==> src/cmd_rom.hex <==
// one word per line: register address in bits 63:32, write data in bits 31:0
// words 0-3 are frame setup, the rest are command bursts
4000000000000000
4000000400000780
4000000800000438
4000000c00001e00
4000001080000000
40000014807e9000
4000001880fd2000
4000001c00000003
4000002000000010
400000240000000f
4000002800000001
4000002c000000ff
4000003000000002
4000003400000000
400000380000ffff
4000003c00000001

==> src/hdl/cmd_pkg.sv <==
/*
  Command side definitions for the configuration loader.
  Holds the ROM word layout, the sequencer constants and the counter
  widths derived from them. Imported by the sequencer, the FIFO, the
  write master and the top level.
*/

`default_nettype none

package cmd_pkg;

  // one ROM word with the register address above the write data
  typedef struct packed {
    logic [31:0] addr;
    logic [31:0] data;
  } cmd_word_t;

  localparam int ROM_DEPTH   = 16;
  localparam int CMD_TOTAL   = 16;
  localparam int CFG_COUNT   = 4;
  localparam int BURST_LEN   = 4;
  localparam int WAIT_GAP    = 3;
  localparam int INIT_CYCLES = 50;
  localparam int FIFO_DEPTH  = 4;

  // derived widths
  localparam int INIT_W  = $clog2(INIT_CYCLES + 1);
  localparam int GAP_W   = $clog2(WAIT_GAP + 1);
  localparam int CNT_W   = $clog2(CMD_TOTAL + 1);
  localparam int ROM_AW  = $clog2(ROM_DEPTH);
  localparam int FIFO_AW = $clog2(FIFO_DEPTH);
  localparam int FIFO_CW = $clog2(FIFO_DEPTH + 1);

endpackage

`default_nettype wire

==> src/hdl/axil_pkg.sv <==
/*
  AXI4-Lite write channel definitions.
  AW, W and B travel as packed structs carrying payload plus valid;
  the matching ready bits are passed as plain single-bit ports.
*/

`default_nettype none

package axil_pkg;

  localparam int ADDR_W = 32;
  localparam int DATA_W = 32;

  // write address channel
  typedef struct packed {
    logic [ADDR_W-1:0] awaddr;
    logic              awvalid;
  } axil_aw_t;

  // write data channel with one strobe bit per byte
  typedef struct packed {
    logic [DATA_W-1:0]   wdata;
    logic [DATA_W/8-1:0] wstrb;
    logic                wvalid;
  } axil_w_t;

  // write response channel
  typedef struct packed {
    logic [1:0] bresp;
    logic       bvalid;
  } axil_b_t;

endpackage

`default_nettype wire

==> src/hdl/cmd_sequencer.sv <==
/*
  Command sequencer for the video DMA configuration loader.
  Waits out an init period, then on a frame start edge rewinds the
  ROM and pushes CFG_COUNT setup words; every cmd_start edge pushes
  the next BURST_LEN words. Pushes are spaced and held off while the
  downstream FIFO is full. done rises after CMD_TOTAL pushes.
*/

`timescale 1ns/1ps
`default_nettype none

module cmd_sequencer import cmd_pkg::*; (
  input  wire       clk,
  input  wire       rstn,
  input  wire       frame_start,
  input  wire       cmd_start,
  input  wire       full,
  output logic      push,
  output cmd_word_t push_word,
  output logic      done
);

  typedef enum logic [2:0] {
    s_init,
    s_idle,
    s_cfg_rd,
    s_cfg_wait,
    s_cmd_rd,
    s_cmd_wait
  } state_t;

  state_t            state;
  state_t            state_nxt;
  logic [INIT_W-1:0] init_cnt;
  logic [1:0]        start_d0;
  logic [1:0]        start_d1;
  logic              frame_pos;
  logic              cmd_pos;
  logic [GAP_W-1:0]  gap_cnt;
  logic              gap_ok;
  logic [CNT_W-1:0]  cfg_cnt;
  logic [CNT_W-1:0]  burst_cnt;
  logic [CNT_W-1:0]  total_cnt;
  logic              cfg_end;
  logic              burst_end;
  logic              total_end;
  logic              rd_en;
  logic [ROM_AW-1:0] rom_addr;
  cmd_word_t         rom [ROM_DEPTH];

  initial $readmemh("/design/src/cmd_rom.hex", rom);

  ////////////////////
  // start inputs
  ////////////////////

  // bit 1 is frame_start, bit 0 is cmd_start
  always_ff @(posedge clk or negedge rstn) begin
    if (!rstn) begin
      start_d0 <= '0;
      start_d1 <= '0;
    end else begin
      start_d0 <= {frame_start, cmd_start};
      start_d1 <= start_d0;
    end
  end

  assign frame_pos = start_d0[1] & ~start_d1[1];
  assign cmd_pos   = start_d0[0] & ~start_d1[0];

  ////////////////////
  // timers and counters
  ////////////////////

  always_ff @(posedge clk or negedge rstn) begin
    if (!rstn) begin
      init_cnt <= '0;
    end else if (state == s_init) begin
      init_cnt <= init_cnt + 1'b1;
    end
  end

  // saturating count of cycles since the last ROM read
  always_ff @(posedge clk or negedge rstn) begin
    if (!rstn) begin
      gap_cnt <= '0;
    end else if (state == s_cfg_rd || state == s_cmd_rd) begin
      gap_cnt <= '0;
    end else if (!gap_ok) begin
      gap_cnt <= gap_cnt + 1'b1;
    end
  end

  always_ff @(posedge clk or negedge rstn) begin
    if (!rstn) begin
      cfg_cnt   <= '0;
      total_cnt <= '0;
    end else if (frame_pos) begin
      cfg_cnt   <= '0;
      total_cnt <= '0;
    end else if (push) begin
      cfg_cnt   <= cfg_cnt + 1'b1;
      total_cnt <= total_cnt + 1'b1;
    end
  end

  // per burst count restarts on any cmd_start edge seen in idle
  always_ff @(posedge clk or negedge rstn) begin
    if (!rstn) begin
      burst_cnt <= '0;
    end else if (state == s_idle && cmd_pos) begin
      burst_cnt <= '0;
    end else if (push) begin
      burst_cnt <= burst_cnt + 1'b1;
    end
  end

  assign gap_ok    = gap_cnt == GAP_W'(WAIT_GAP - 1);
  assign cfg_end   = cfg_cnt == CNT_W'(CFG_COUNT);
  assign burst_end = burst_cnt == CNT_W'(BURST_LEN);
  assign total_end = total_cnt == CNT_W'(CMD_TOTAL);

  always_ff @(posedge clk or negedge rstn) begin
    if (!rstn) begin
      done <= 1'b0;
    end else if (frame_pos) begin
      done <= 1'b0;
    end else if (total_end) begin
      done <= 1'b1;
    end
  end

  ////////////////////
  // state machine
  ////////////////////

  always_ff @(posedge clk or negedge rstn) begin
    if (!rstn) begin
      state <= s_init;
    end else begin
      state <= state_nxt;
    end
  end

  // wait states double as the hold-off point while the FIFO is full
  always_comb begin
    state_nxt = state;
    case (state)
      s_init: begin
        if (init_cnt == INIT_W'(INIT_CYCLES - 1)) state_nxt = s_idle;
      end
      s_idle: begin
        if (frame_pos) state_nxt = s_cfg_wait;
        else if (cmd_pos && !done) state_nxt = s_cmd_wait;
      end
      s_cfg_rd: state_nxt = s_cfg_wait;
      s_cmd_rd: state_nxt = s_cmd_wait;
      s_cfg_wait: begin
        if (cfg_end || total_end) state_nxt = s_idle;
        else if (gap_ok && !full) state_nxt = s_cfg_rd;
      end
      s_cmd_wait: begin
        if (burst_end || total_end) state_nxt = s_idle;
        else if (gap_ok && !full) state_nxt = s_cmd_rd;
      end
      default: state_nxt = s_init;
    endcase
  end

  ////////////////////
  // ROM read and push
  ////////////////////

  always_ff @(posedge clk or negedge rstn) begin
    if (!rstn) begin
      rd_en    <= 1'b0;
      push     <= 1'b0;
      rom_addr <= '0;
    end else begin
      rd_en <= (state == s_cfg_rd || state == s_cmd_rd);
      push  <= rd_en;
      if (frame_pos) rom_addr <= '0;
      else if (rd_en) rom_addr <= rom_addr + 1'b1;
    end
  end

  always_ff @(posedge clk) begin
    if (rd_en) push_word <= rom[rom_addr];
  end

  // only one word in flight, so the full check at read time must hold
  push_not_full: assert property (@(posedge clk) disable iff (!rstn) push |-> !full);

endmodule

`default_nettype wire

==> src/hdl/cmd_fifo.sv <==
/*
  Small synchronous FIFO between the command sequencer and the
  AXI4-Lite write master. First word falls through into a registered
  head, so a push into an empty FIFO is visible on head one cycle later.
*/

`timescale 1ns/1ps
`default_nettype none

module cmd_fifo import cmd_pkg::*; (
  input  wire       clk,
  input  wire       rstn,
  input  wire       push,
  input  cmd_word_t push_word,
  output logic      full,
  input  wire       pop,
  output cmd_word_t head,
  output logic      empty
);

  cmd_word_t          mem [FIFO_DEPTH];
  logic [FIFO_AW-1:0] wr_ptr;
  logic [FIFO_AW-1:0] rd_ptr;
  logic [FIFO_AW-1:0] rd_ptr_nxt;
  logic [FIFO_CW-1:0] count;

  assign rd_ptr_nxt = pop ? rd_ptr + 1'b1 : rd_ptr;
  assign full       = count == FIFO_CW'(FIFO_DEPTH);
  assign empty      = count == '0;

  always_ff @(posedge clk or negedge rstn) begin
    if (!rstn) begin
      wr_ptr <= '0;
      rd_ptr <= '0;
      count  <= '0;
    end else begin
      rd_ptr <= rd_ptr_nxt;
      if (push) wr_ptr <= wr_ptr + 1'b1;
      case ({push, pop})
        2'b10:   count <= count + 1'b1;
        2'b01:   count <= count - 1'b1;
        default: count <= count;
      endcase
    end
  end

  // bypass when the slot being written becomes the new head
  always_ff @(posedge clk) begin
    if (push) mem[wr_ptr] <= push_word;
    if (push && wr_ptr == rd_ptr_nxt) head <= push_word;
    else head <= mem[rd_ptr_nxt];
  end

  no_push_full: assert property (@(posedge clk) disable iff (!rstn) push |-> !full);
  no_pop_empty: assert property (@(posedge clk) disable iff (!rstn) pop |-> !empty);

endmodule

`default_nettype wire

==> src/hdl/axil_write_master.sv <==
/*
  AXI4-Lite write master. Pops one command word at a time from the
  FIFO and issues it as a single write: AW and W are offered together
  and each drops on its own handshake, then the master waits for B.
  One transaction outstanding; strobe is always full width.
*/

`timescale 1ns/1ps
`default_nettype none

module axil_write_master import cmd_pkg::*, axil_pkg::*; (
  input  wire       clk,
  input  wire       rstn,
  input  wire       empty,
  input  cmd_word_t head,
  output logic      pop,
  output axil_aw_t  aw,
  input  wire       awready,
  output axil_w_t   w,
  input  wire       wready,
  input  axil_b_t   b,
  output logic      bready
);

  typedef enum logic [1:0] {
    s_idle,
    s_addr_data,
    s_resp
  } state_t;

  state_t    state;
  cmd_word_t cur;
  logic      aw_done;
  logic      w_done;
  logic      aw_fire;
  logic      w_fire;

  assign pop     = (state == s_idle) && !empty;
  assign aw_fire = aw.awvalid && awready;
  assign w_fire  = w.wvalid && wready;
  assign bready  = state == s_resp;

  always_comb begin
    aw.awaddr  = cur.addr;
    aw.awvalid = (state == s_addr_data) && !aw_done;
    w.wdata    = cur.data;
    w.wstrb    = '1;
    w.wvalid   = (state == s_addr_data) && !w_done;
  end

  always_ff @(posedge clk) begin
    if (pop) cur <= head;
  end

  always_ff @(posedge clk or negedge rstn) begin
    if (!rstn) begin
      state   <= s_idle;
      aw_done <= 1'b0;
      w_done  <= 1'b0;
    end else begin
      case (state)
        s_idle: begin
          if (pop) begin
            state   <= s_addr_data;
            aw_done <= 1'b0;
            w_done  <= 1'b0;
          end
        end
        s_addr_data: begin
          if (aw_fire) aw_done <= 1'b1;
          if (w_fire) w_done <= 1'b1;
          // both channels finished in this cycle or earlier
          if ((aw_done || aw_fire) && (w_done || w_fire)) state <= s_resp;
        end
        s_resp: begin
          if (b.bvalid) state <= s_idle;
        end
        default: state <= s_idle;
      endcase
    end
  end

  aw_hold: assert property (@(posedge clk) disable iff (!rstn)
    aw.awvalid && !awready |=> aw.awvalid && $stable(aw.awaddr));
  w_hold: assert property (@(posedge clk) disable iff (!rstn)
    w.wvalid && !wready |=> w.wvalid && $stable(w.wdata));

endmodule

`default_nettype wire

==> src/hdl/cfg_loader_top.sv <==
/*
  Top level of the configuration loader: command sequencer, command
  FIFO and AXI4-Lite write master in a chain. Start inputs come in as
  levels; the AXI write channels go out to the register slave.
*/

`timescale 1ns/1ps
`default_nettype none

module cfg_loader_top import cmd_pkg::*, axil_pkg::*; (
  input  wire      clk,
  input  wire      rstn,
  input  wire      frame_start,
  input  wire      cmd_start,
  output logic     done,
  output axil_aw_t aw,
  input  wire      awready,
  output axil_w_t  w,
  input  wire      wready,
  input  axil_b_t  b,
  output logic     bready
);

  logic      push;
  logic      full;
  logic      pop;
  logic      empty;
  cmd_word_t push_word;
  cmd_word_t head;

  cmd_sequencer u_seq (
    .clk         (clk),
    .rstn        (rstn),
    .frame_start (frame_start),
    .cmd_start   (cmd_start),
    .full        (full),
    .push        (push),
    .push_word   (push_word),
    .done        (done)
  );

  cmd_fifo u_fifo (
    .clk       (clk),
    .rstn      (rstn),
    .push      (push),
    .push_word (push_word),
    .full      (full),
    .pop       (pop),
    .head      (head),
    .empty     (empty)
  );

  axil_write_master u_wr (
    .clk     (clk),
    .rstn    (rstn),
    .empty   (empty),
    .head    (head),
    .pop     (pop),
    .aw      (aw),
    .awready (awready),
    .w       (w),
    .wready  (wready),
    .b       (b),
    .bready  (bready)
  );

endmodule

`default_nettype wire

==> config.mk <==
export PLATFORM = sky130hd
export DESIGN_NAME = cfg_loader_top
export DESIGN_NICKNAME = d
export VERILOG_FILES = /design/src/hdl/cmd_pkg.sv /design/src/hdl/axil_pkg.sv /design/src/hdl/cmd_sequencer.sv /design/src/hdl/cmd_fifo.sv /design/src/hdl/axil_write_master.sv /design/src/hdl/cfg_loader_top.sv
export SDC_FILE = /design/constraint.sdc
export NUM_CORES = 1
export LEC_CHECK = 0
export ABC_AREA = 0
export BUFFER_PORTS_ARGS = -buffer_cell sky130_fd_sc_hd__buf_2
export CAP_MARGIN = 30
export CORE_UTILIZATION = 51
export CTS_CLUSTER_SIZE = 12
export DETAILED_ROUTE_END_ITERATION = 10
export PLACE_DENSITY = 0.91
export RECOVER_POWER = 100
export SYNTH_ARGS = -nofsm -noshare
export SYNTH_HDL_FRONTEND = slang
export SYNTH_SLANG_ARGS = --single-unit
==> constraint.sdc <==
create_clock -name clk -period 2.2 [get_ports clk]
set_input_delay 0.22 -clock clk [delete_from_list [all_inputs] [get_ports clk]]
set_output_delay 0.22 -clock clk [all_outputs]
set_load 0.1 [all_outputs]
==> out/metrics.csv, run 1 <==
stage;metric;value;unit
clock_network;cts.htree.levels;2;
cells_and_area;antenna_cells;0;
global_routing;overflow;0;
sta;timing.fmax;0.488;GHz
sta;final.setup_skew;0.0125;ns
sta;setup_viol;0;
sta;fin_crit_sh;93.2;%
power;seq_power_share;35.4;%
synth;synthSimpleGateAreaFrac;15.1;%
worst_setup_path;cp_max_fo;4;
clock_network;clkSlewWorstSetupHoldPaths;0.08;ns
floorplanning;design.die.area;5180;um2
worst_setup_path;slowest_stage;fa_1;
route;wl_per_cell;10.5;um
placement;io_buffers;10;
synth;synth_top_family_by_area;buffers and inverters;
synth;syn_area;2500;um2
synth;synth_cell_types;39;
clock_network;cts-root-buf;clkbuf_8;
synth;yosys.area.top_type_share;40.1;%
worst_setup_path;crit_chain;or3_4 > inv_1 > ha_2 > inv_1 > fa_1 > xor2_1 > nor2_1 > xor2_1;
placement;placedCellCount;326;
hold_path;hold_path.class;in -> reg;
route;drtIter0Drc;46;
clock_network;cts_hold_buf;0;
power;internal_power;0.00132;W
power;p_comb_share;25.4;%
worst_setup_path;worstPathRequired;2.42;ns
worst_setup_path;cp.arrival;2.27;ns
synth;synth-xor-area-share;7.71;%
clock_network;clock_latency;0.30;ns
clock_network;cts_made_buffers;5;
sta;hold_viol_final;0;
placement;hpwl;2520;um
worst_setup_path;endpoint_kind;flip-flop;
floorplanning;die_h;72.0;um
route;vias;1522;
synth;yosys_warnings;0;
synth;yosys.area.top_type;dfrtp_1;
run;drv_cap;0;
synth;synthFlopType;dfrtp_1;
power;p_clk_share;39.2;%
global_routing;antenna_found_initial;0;
global_routing;grt_pass1_wl;6040;um
sta;worst_pin_slew;1.16;ns
synth;avgSynthCellArea;9.80;um2
power;peakVddDrop;0.768;mV
sta;rsz0062_at_grt;false;
worst_setup_path;startpoint;u_wr.state[1]$_DFFE_PN0P_;
floorplanning;core_area;4720;um2
cells_and_area;n_fill_cell;401;
floorplanning;row_count;25;
route;viasPerCell;4.52;
synth;syn_inst;255;
power;p_leak;1.25;nW
worst_setup_path;r2r_cells;8;
clock_network;ctsLongestPathBuffers;2;
clock_network;clock_sinks;40;
synth;synthAdderAreaFrac;5.81;%
cells_and_area;finalNonFillerCells;337;
global_routing;grt_pass1_vias;1432;
power;p_switching;0.000789;W
global_routing;grt_max_degree;41;
cells_and_area;seq_area;1000;um2
worst_setup_path;cpPeakStageDelay;0.43;ns
sta;slew_headroom;22.9;%
placement;place_congestion;0.838;
hold_path;holdCritStartpoint;frame_start;
cells_and_area;syn2layout_area_growth;0.501;%
synth;async_reset_ff_share;100;%
synth;ys_seq_area_share;40.1;%
route;dr.pass1.iters;4;
floorplanning;initial_core_util;52.9;%
floorplanning;die_w;72.0;um
power;p_sw_share;37.4;%
sta;slew_violations;0;
synth;synth_compound_area_share;4.76;%
clock_network;cts_tree;yes;
route;drtAntennaViolNets;0;
synth;synthTopCellsByArea;dfrtp_1 (40%), buf_4 (21%), ha_1 (5.0%);
hold_path;hold-path-cell-count;1;
worst_setup_path;crit_type;reg -> reg;
sta;post-route-min-period;2.05;ns
worst_setup_path;worstReg2RegStart;u_wr.state[1]$_DFFE_PN0P_;
cells_and_area;layout-drive-gt1-share;11.1;%
route;routed_wl;3530;um
worst_setup_path;critPathLaunchType;flip-flop;
run_status;status;finished clean;
cells_and_area;multi_input_area;1130;um2
synth;ys_ff_latch;40;
power;powerDensity;840;nW/um2
cells_and_area;final_nets;289;
synth;synth_edf_count;0;
sta;fin_tns_setup;0;ns
synth;synthMuxAreaShare;2.00;%
route;route.detailed.drc;0;
floorplanning;pin_count;81;
global_routing;track_usage;15.3;%
[power groups by stage]
| stage | sequential (W) | clock, W | combinational, W |
|---|---|---|---|
| 2_1_floorplan | 0.000761 | 0 | 0.000608 |
| 5_1_grt | 0.000749 | 0.000866 | 0.000551 |
| 6_report | 0.000748 | 0.000827 | 0.000535 |
| 3_3_place_gp | 0.000762 | 0 | 0.000534 |
| 4_1_cts | 0.000748 | 0.000841 | 0.000535 |
| 3_5_place_dp | 0.000762 | 0 | 0.000536 |
[area by class of cell]
class	instances	share of cell area, %
multi-input cells	193	45.1
flip-flops and latches	40	39.9
clock inverters	3	3.59
well taps	67	3.34
repair buffers	15	3.29
clock buffers	5	2.74
inverters	14	2.09
[through the flow]
step | instance area, um2 | setup slack (ns) | util, % | hold WS, ns | power, W
6_report | 2510 | 0.150 | 53.2 | 0.0319 | 0.00211
3_5_place_dp | 2340 | 0.104 | 49.6 | 0.330 | 0.00130
4_1_cts | 2500 | 0.0737 | 53.0 | 0.0204 | 0.00212
2_1_floorplan | 2750 | 0.0183 | - | -0.0756 | 0.00137
5_1_grt | 2510 | 0.0120 | 53.2 | 0.0182 | 0.00217
3_3_place_gp | 2340 | 0.205 | 49.6 | 0.329 | 0.00130
[path summary, 6_finish.rpt]
check | to | slack (ns)
max | u_fifo.count[2]$_DFFE_PN0P_ | 0.15
min | u_seq.start_d0[1]$_DFF_PN0_ | 0.03
max reg2reg | u_fifo.count[2]$_DFFE_PN0P_ | 0.15
min reg2reg | u_seq.push$_DFF_PN0_ | 0.36
max in group asynchronous | u_seq.burst_cnt[1]$_DFFE_PN0P_ | 1.55
min in group asynchronous | u_seq.start_d1[1]$_DFF_PN0_ | 0.06
[what timing repair did]
action / 4_1_cts / 5_1_grt
setup buffers: 0 / 3
gates resized for setup: 0 / 2
endpoints found under the setup margin: 0 / 1
[state kept, by name, indices dropped and copies added, names as in the netlist]
register / count
u_seq.init_cnt: 6
u_seq.burst_cnt: 5
u_seq.cfg_cnt: 5
u_seq.total_cnt: 5
u_fifo.count: 3
u_seq.state: 3
u_seq.gap_cnt: 2
u_seq.start_d0: 2
u_seq.start_d1: 2
u_wr.state: 2
u_seq.done: 1
u_seq.push: 1
u_seq.rd_en: 1
u_wr.aw_done: 1
u_wr.w_done: 1
[synthesized netlist by cell type, drive strengths merged, types with 4 or more instances]
cell type,instances
a21oi,4
buf,72
dfrtp,40
ha,10
inv,14
mux2i,5
nand2,12
nand4,8
nor2,30
o21ai,6
xnor2,8
xor2,14
[metal layers]
| metal | wire [um] | share of wire (%) | vias to the layer above | GRT usage [%] |
|---|---|---|---|---|
| li1 | - | - | 709 | - |
| met1 | 1440 | 41 | 742 | 17.1 |
| met2 | 1850 | 52 | 64 | 26.7 |
| met3 | 158 | 4.5 | 7 | 3.06 |
| met4 | 78 | 2.2 | 0 | 9.80 |
| met5 | 0 | 0 | - | 0 |
[worst max-delay path, delay by kind of cell (launching register included)]
kind          cells  cell delay (ns)
buf+inv           2             0.13
flops             1             0.39
simple gates      2             0.53
fa+ha+maj         2             0.61
xor+xnor          2             0.32
[kinds of logic (layout without fill, tap and decap cells)]
| group | Yosys count | in the layout |
|---|---|---|
| simple gates | 70 | 70 |
| other cells | 2 | 68 |
| xor+xnor | 22 | 22 |
| fa+ha+maj | 11 | 11 |
| buf+inv | 88 | 37 |
| flops | 40 | 40 |
| mux | 5 | 5 |
| compound gates | 17 | 17 |
[layout by cell type, fill, tap and decap left out, types with 2 or more instances in the layout]
| cell | instances |
|---|---|
| and4bb_2 | 2 |
| nand2b_1 | 3 |
| buf_4 | 4 |
| conb_1 | 68 |
| bufinv_16 | 3 |
| inv_1 | 14 |
| mux2i_1 | 5 |
| ha_1 | 9 |
| nor3_1 | 3 |
| a22o_1 | 3 |
| xnor2_1 | 8 |
| clkbuf_1 | 2 |
| o21ai_0 | 5 |
| nand4_1 | 7 |
| xor2_1 | 14 |
| clkbuf_2 | 4 |
| clkbuf_8 | 5 |
| dfrtp_1 | 40 |
| buf_2 | 5 |
| a21oi_1 | 3 |
| nand2_1 | 12 |
| nor2_1 | 30 |
| nor2b_1 | 3 |
(Power assumes the default switching activity.)
==> run 2, diff against run 1 <==
==> constraint.sdc (replaced) <==
create_clock -name clk -period 2.2 [get_ports clk]
set_input_delay 0.44 -clock clk [delete_from_list [all_inputs] [get_ports clk]]
set_output_delay 0.44 -clock clk [all_outputs]
set_load 0.1 [all_outputs]
==> out/metrics.csv, run 2 (synthesized netlist as in run 1, its figures left out) <==
stage;metric;value;unit
power;powerDensity;782;nW/um2
global_routing;track_usage;17.7;%
sta;post-route-min-period;2.06;ns
placement;hpwl;2750;um
cells_and_area;n_fill_cell;416;
route;wl_per_cell;12.0;um
floorplanning;core_area;4720;um2
placement;placedCellCount;327;
global_routing;overflow;0;
sta;hold_slack;0.195;ns
route;viasPerCell;4.55;
cells_and_area;largest_reg_flops;6;
cells_and_area;finalNonFillerCells;336;
sta;fin_crit_sh;93.7;%
floorplanning;design.die.area;5180;um2
cells_and_area;final_nets;288;
sta;worst_pin_slew;0.830;ns
worst_setup_path;cp_num_buf_inv;2;
worst_setup_path;crit_type;reg -> reg;
cells_and_area;multi_input_area;1130;um2
route;route.detailed.drc;0;
sta;rsz0062_at_grt;false;
clock_network;cts-root-buf;clkbuf_8;
run;drv_cap;0;
sta;setup_slack;0.138;ns
cells_and_area;largest_register;u_seq.init_cnt;
hold_path;hold_path.class;in -> async;
clock_network;clock_latency;0.31;ns
clock_network;ctsLongestPathBuffers;2;
route;routed_wl;4020;um
worst_setup_path;cp.arrival;2.29;ns
route;drtIter0Drc;43;
power;p_leak;1.22;nW
worst_setup_path;crit_chain;nor3_1 > or3_4 > inv_1 > ha_1 > inv_1 > fa_1 > xor2_1 > nor2_1 > xor2_1;
worst_setup_path;cpPeakStageDelay;0.42;ns
sta;setup_viol;0;
power;peakVddDrop;0.522;mV
sta;slew_headroom;44.7;%
floorplanning;die_h;72.0;um
clock_network;cts_made_buffers;5;
worst_setup_path;slowest_stage;fa_1;
global_routing;antenna_found_initial;0;
clock_network;cts.htree.levels;2;
route;drtAntennaViolNets;0;
cells_and_area;layout-drive-gt1-share;10.4;%
clock_network;clkSlewWorstSetupHoldPaths;0.09;ns
cells_and_area;antenna_cells;0;
placement;dp_slack;0.105;ns
cells_and_area;syn2layout_area_growth;-1.75;%
global_routing;grt_max_degree;26;
floorplanning;pin_count;81;
route;vias;1530;
worst_setup_path;worstPathRequired;2.43;ns
placement;place_congestion;0.844;
floorplanning;die_w;72.0;um
clock_network;clock_sinks;40;
run_status;status;finished clean;
sta;timing.fmax;0.485;GHz
global_routing;grt_pass1_vias;1507;
sta;final.setup_skew;0.0155;ns
floorplanning;initial_core_util;52.9;%
cells_and_area;final_cell_mix;conb_1 (68), dfrtp_1 (40), nor2_1 (30);
sta;hold_viol_final;0;
route;dr.pass1.iters;4;
worst_setup_path;critical-path-top-delay-family;adder cells;
worst_setup_path;cp_max_fo;4;
sta;slew_violations;0;
global_routing;grt_pass1_wl;6930;um
floorplanning;row_count;25;
worst_setup_path;critPathLaunchType;flip-flop;
cells_and_area;final_common_cell;conb_1;
worst_setup_path;endpoint_kind;flip-flop;
placement;io_buffers;10;
cells_and_area;seq_area;1000;um2
clock_network;cts_tree;yes;
==> run 2: final timing paths <==
| check | cells after the start | to | startpoint | slack (ns) |
|---|---|---|---|---|
| worst max-delay path | 9 | u_fifo.count[2]$_DFFE_PN0P_ | u_fifo.count[0]$_DFFE_PN0P_ | 0.14 |
| worst min-delay path | 1 | u_seq.init_cnt[2]$_DFFE_PN0N_ | rstn | 0.19 |
| worst max register to register | 9 | u_fifo.count[2]$_DFFE_PN0P_ | u_fifo.count[0]$_DFFE_PN0P_ | 0.14 |
| worst min register to register | 0 | u_seq.start_d1[1]$_DFF_PN0_ | u_seq.start_d0[1]$_DFF_PN0_ | 0.38 |
| max in group asynchronous | 2 | u_seq.push$_DFF_PN0_ | rstn | 0.87 |
| min in group clk | 1 | u_seq.start_d0[0]$_DFF_PN0_ | cmd_start | 0.24 |
==> run 2: metrics by stage <==
stage                     area, um2  utilization (%)  setup TNS, ns  total power, W
after floorplan                2750                -         -0.107         0.00137
after global placement         2350             49.7              0         0.00130
after detailed placement       2350             49.7              0         0.00130
after CTS                      2460             52.2              0         0.00192
after global routing           2450             52.0              0         0.00197
final                          2450             52.0              0         0.00192
==> run 2: layout make-up <==
type | count | share of cell area [%]
multi-input cells | 193 | 46.0
flip-flops and latches | 40 | 40.8
well taps | 67 | 3.41
repair buffers | 14 | 2.96
clock buffers | 5 | 2.80
inverters | 14 | 2.14
clock inverters | 3 | 1.89
==> run 2: power breakdown <==
part / switching, W / total (W) / leakage, nW / internal [W]
sequential: 0.00000550 / 0.000748 / 0.526 / 0.000743
clock: 0.000291 / 0.000633 / 0.0548 / 0.000342
combinational: 0.000526 / 0.000538 / 0.644 / 0.0000112
==> run 2: layer usage <==
layer / up-vias / track usage (%) / routed length, um
met5: - / 0 / 0
met4: 0 / 11.8 / 124
met3: 10 / 2.92 / 140
met2: 53 / 30.0 / 2100
met1: 762 / 20.9 / 1660
li1: 705 / - / -
==> run 2: timing repair <==
| action | 4_1_cts | 5_1_grt |
|---|---|---|
| buffers inserted | 0 | 1 |
| setup endpoints to repair | 0 | 1 |
| gates resized for setup | 0 | 1 |
| hold buffers | 0 | 0 |
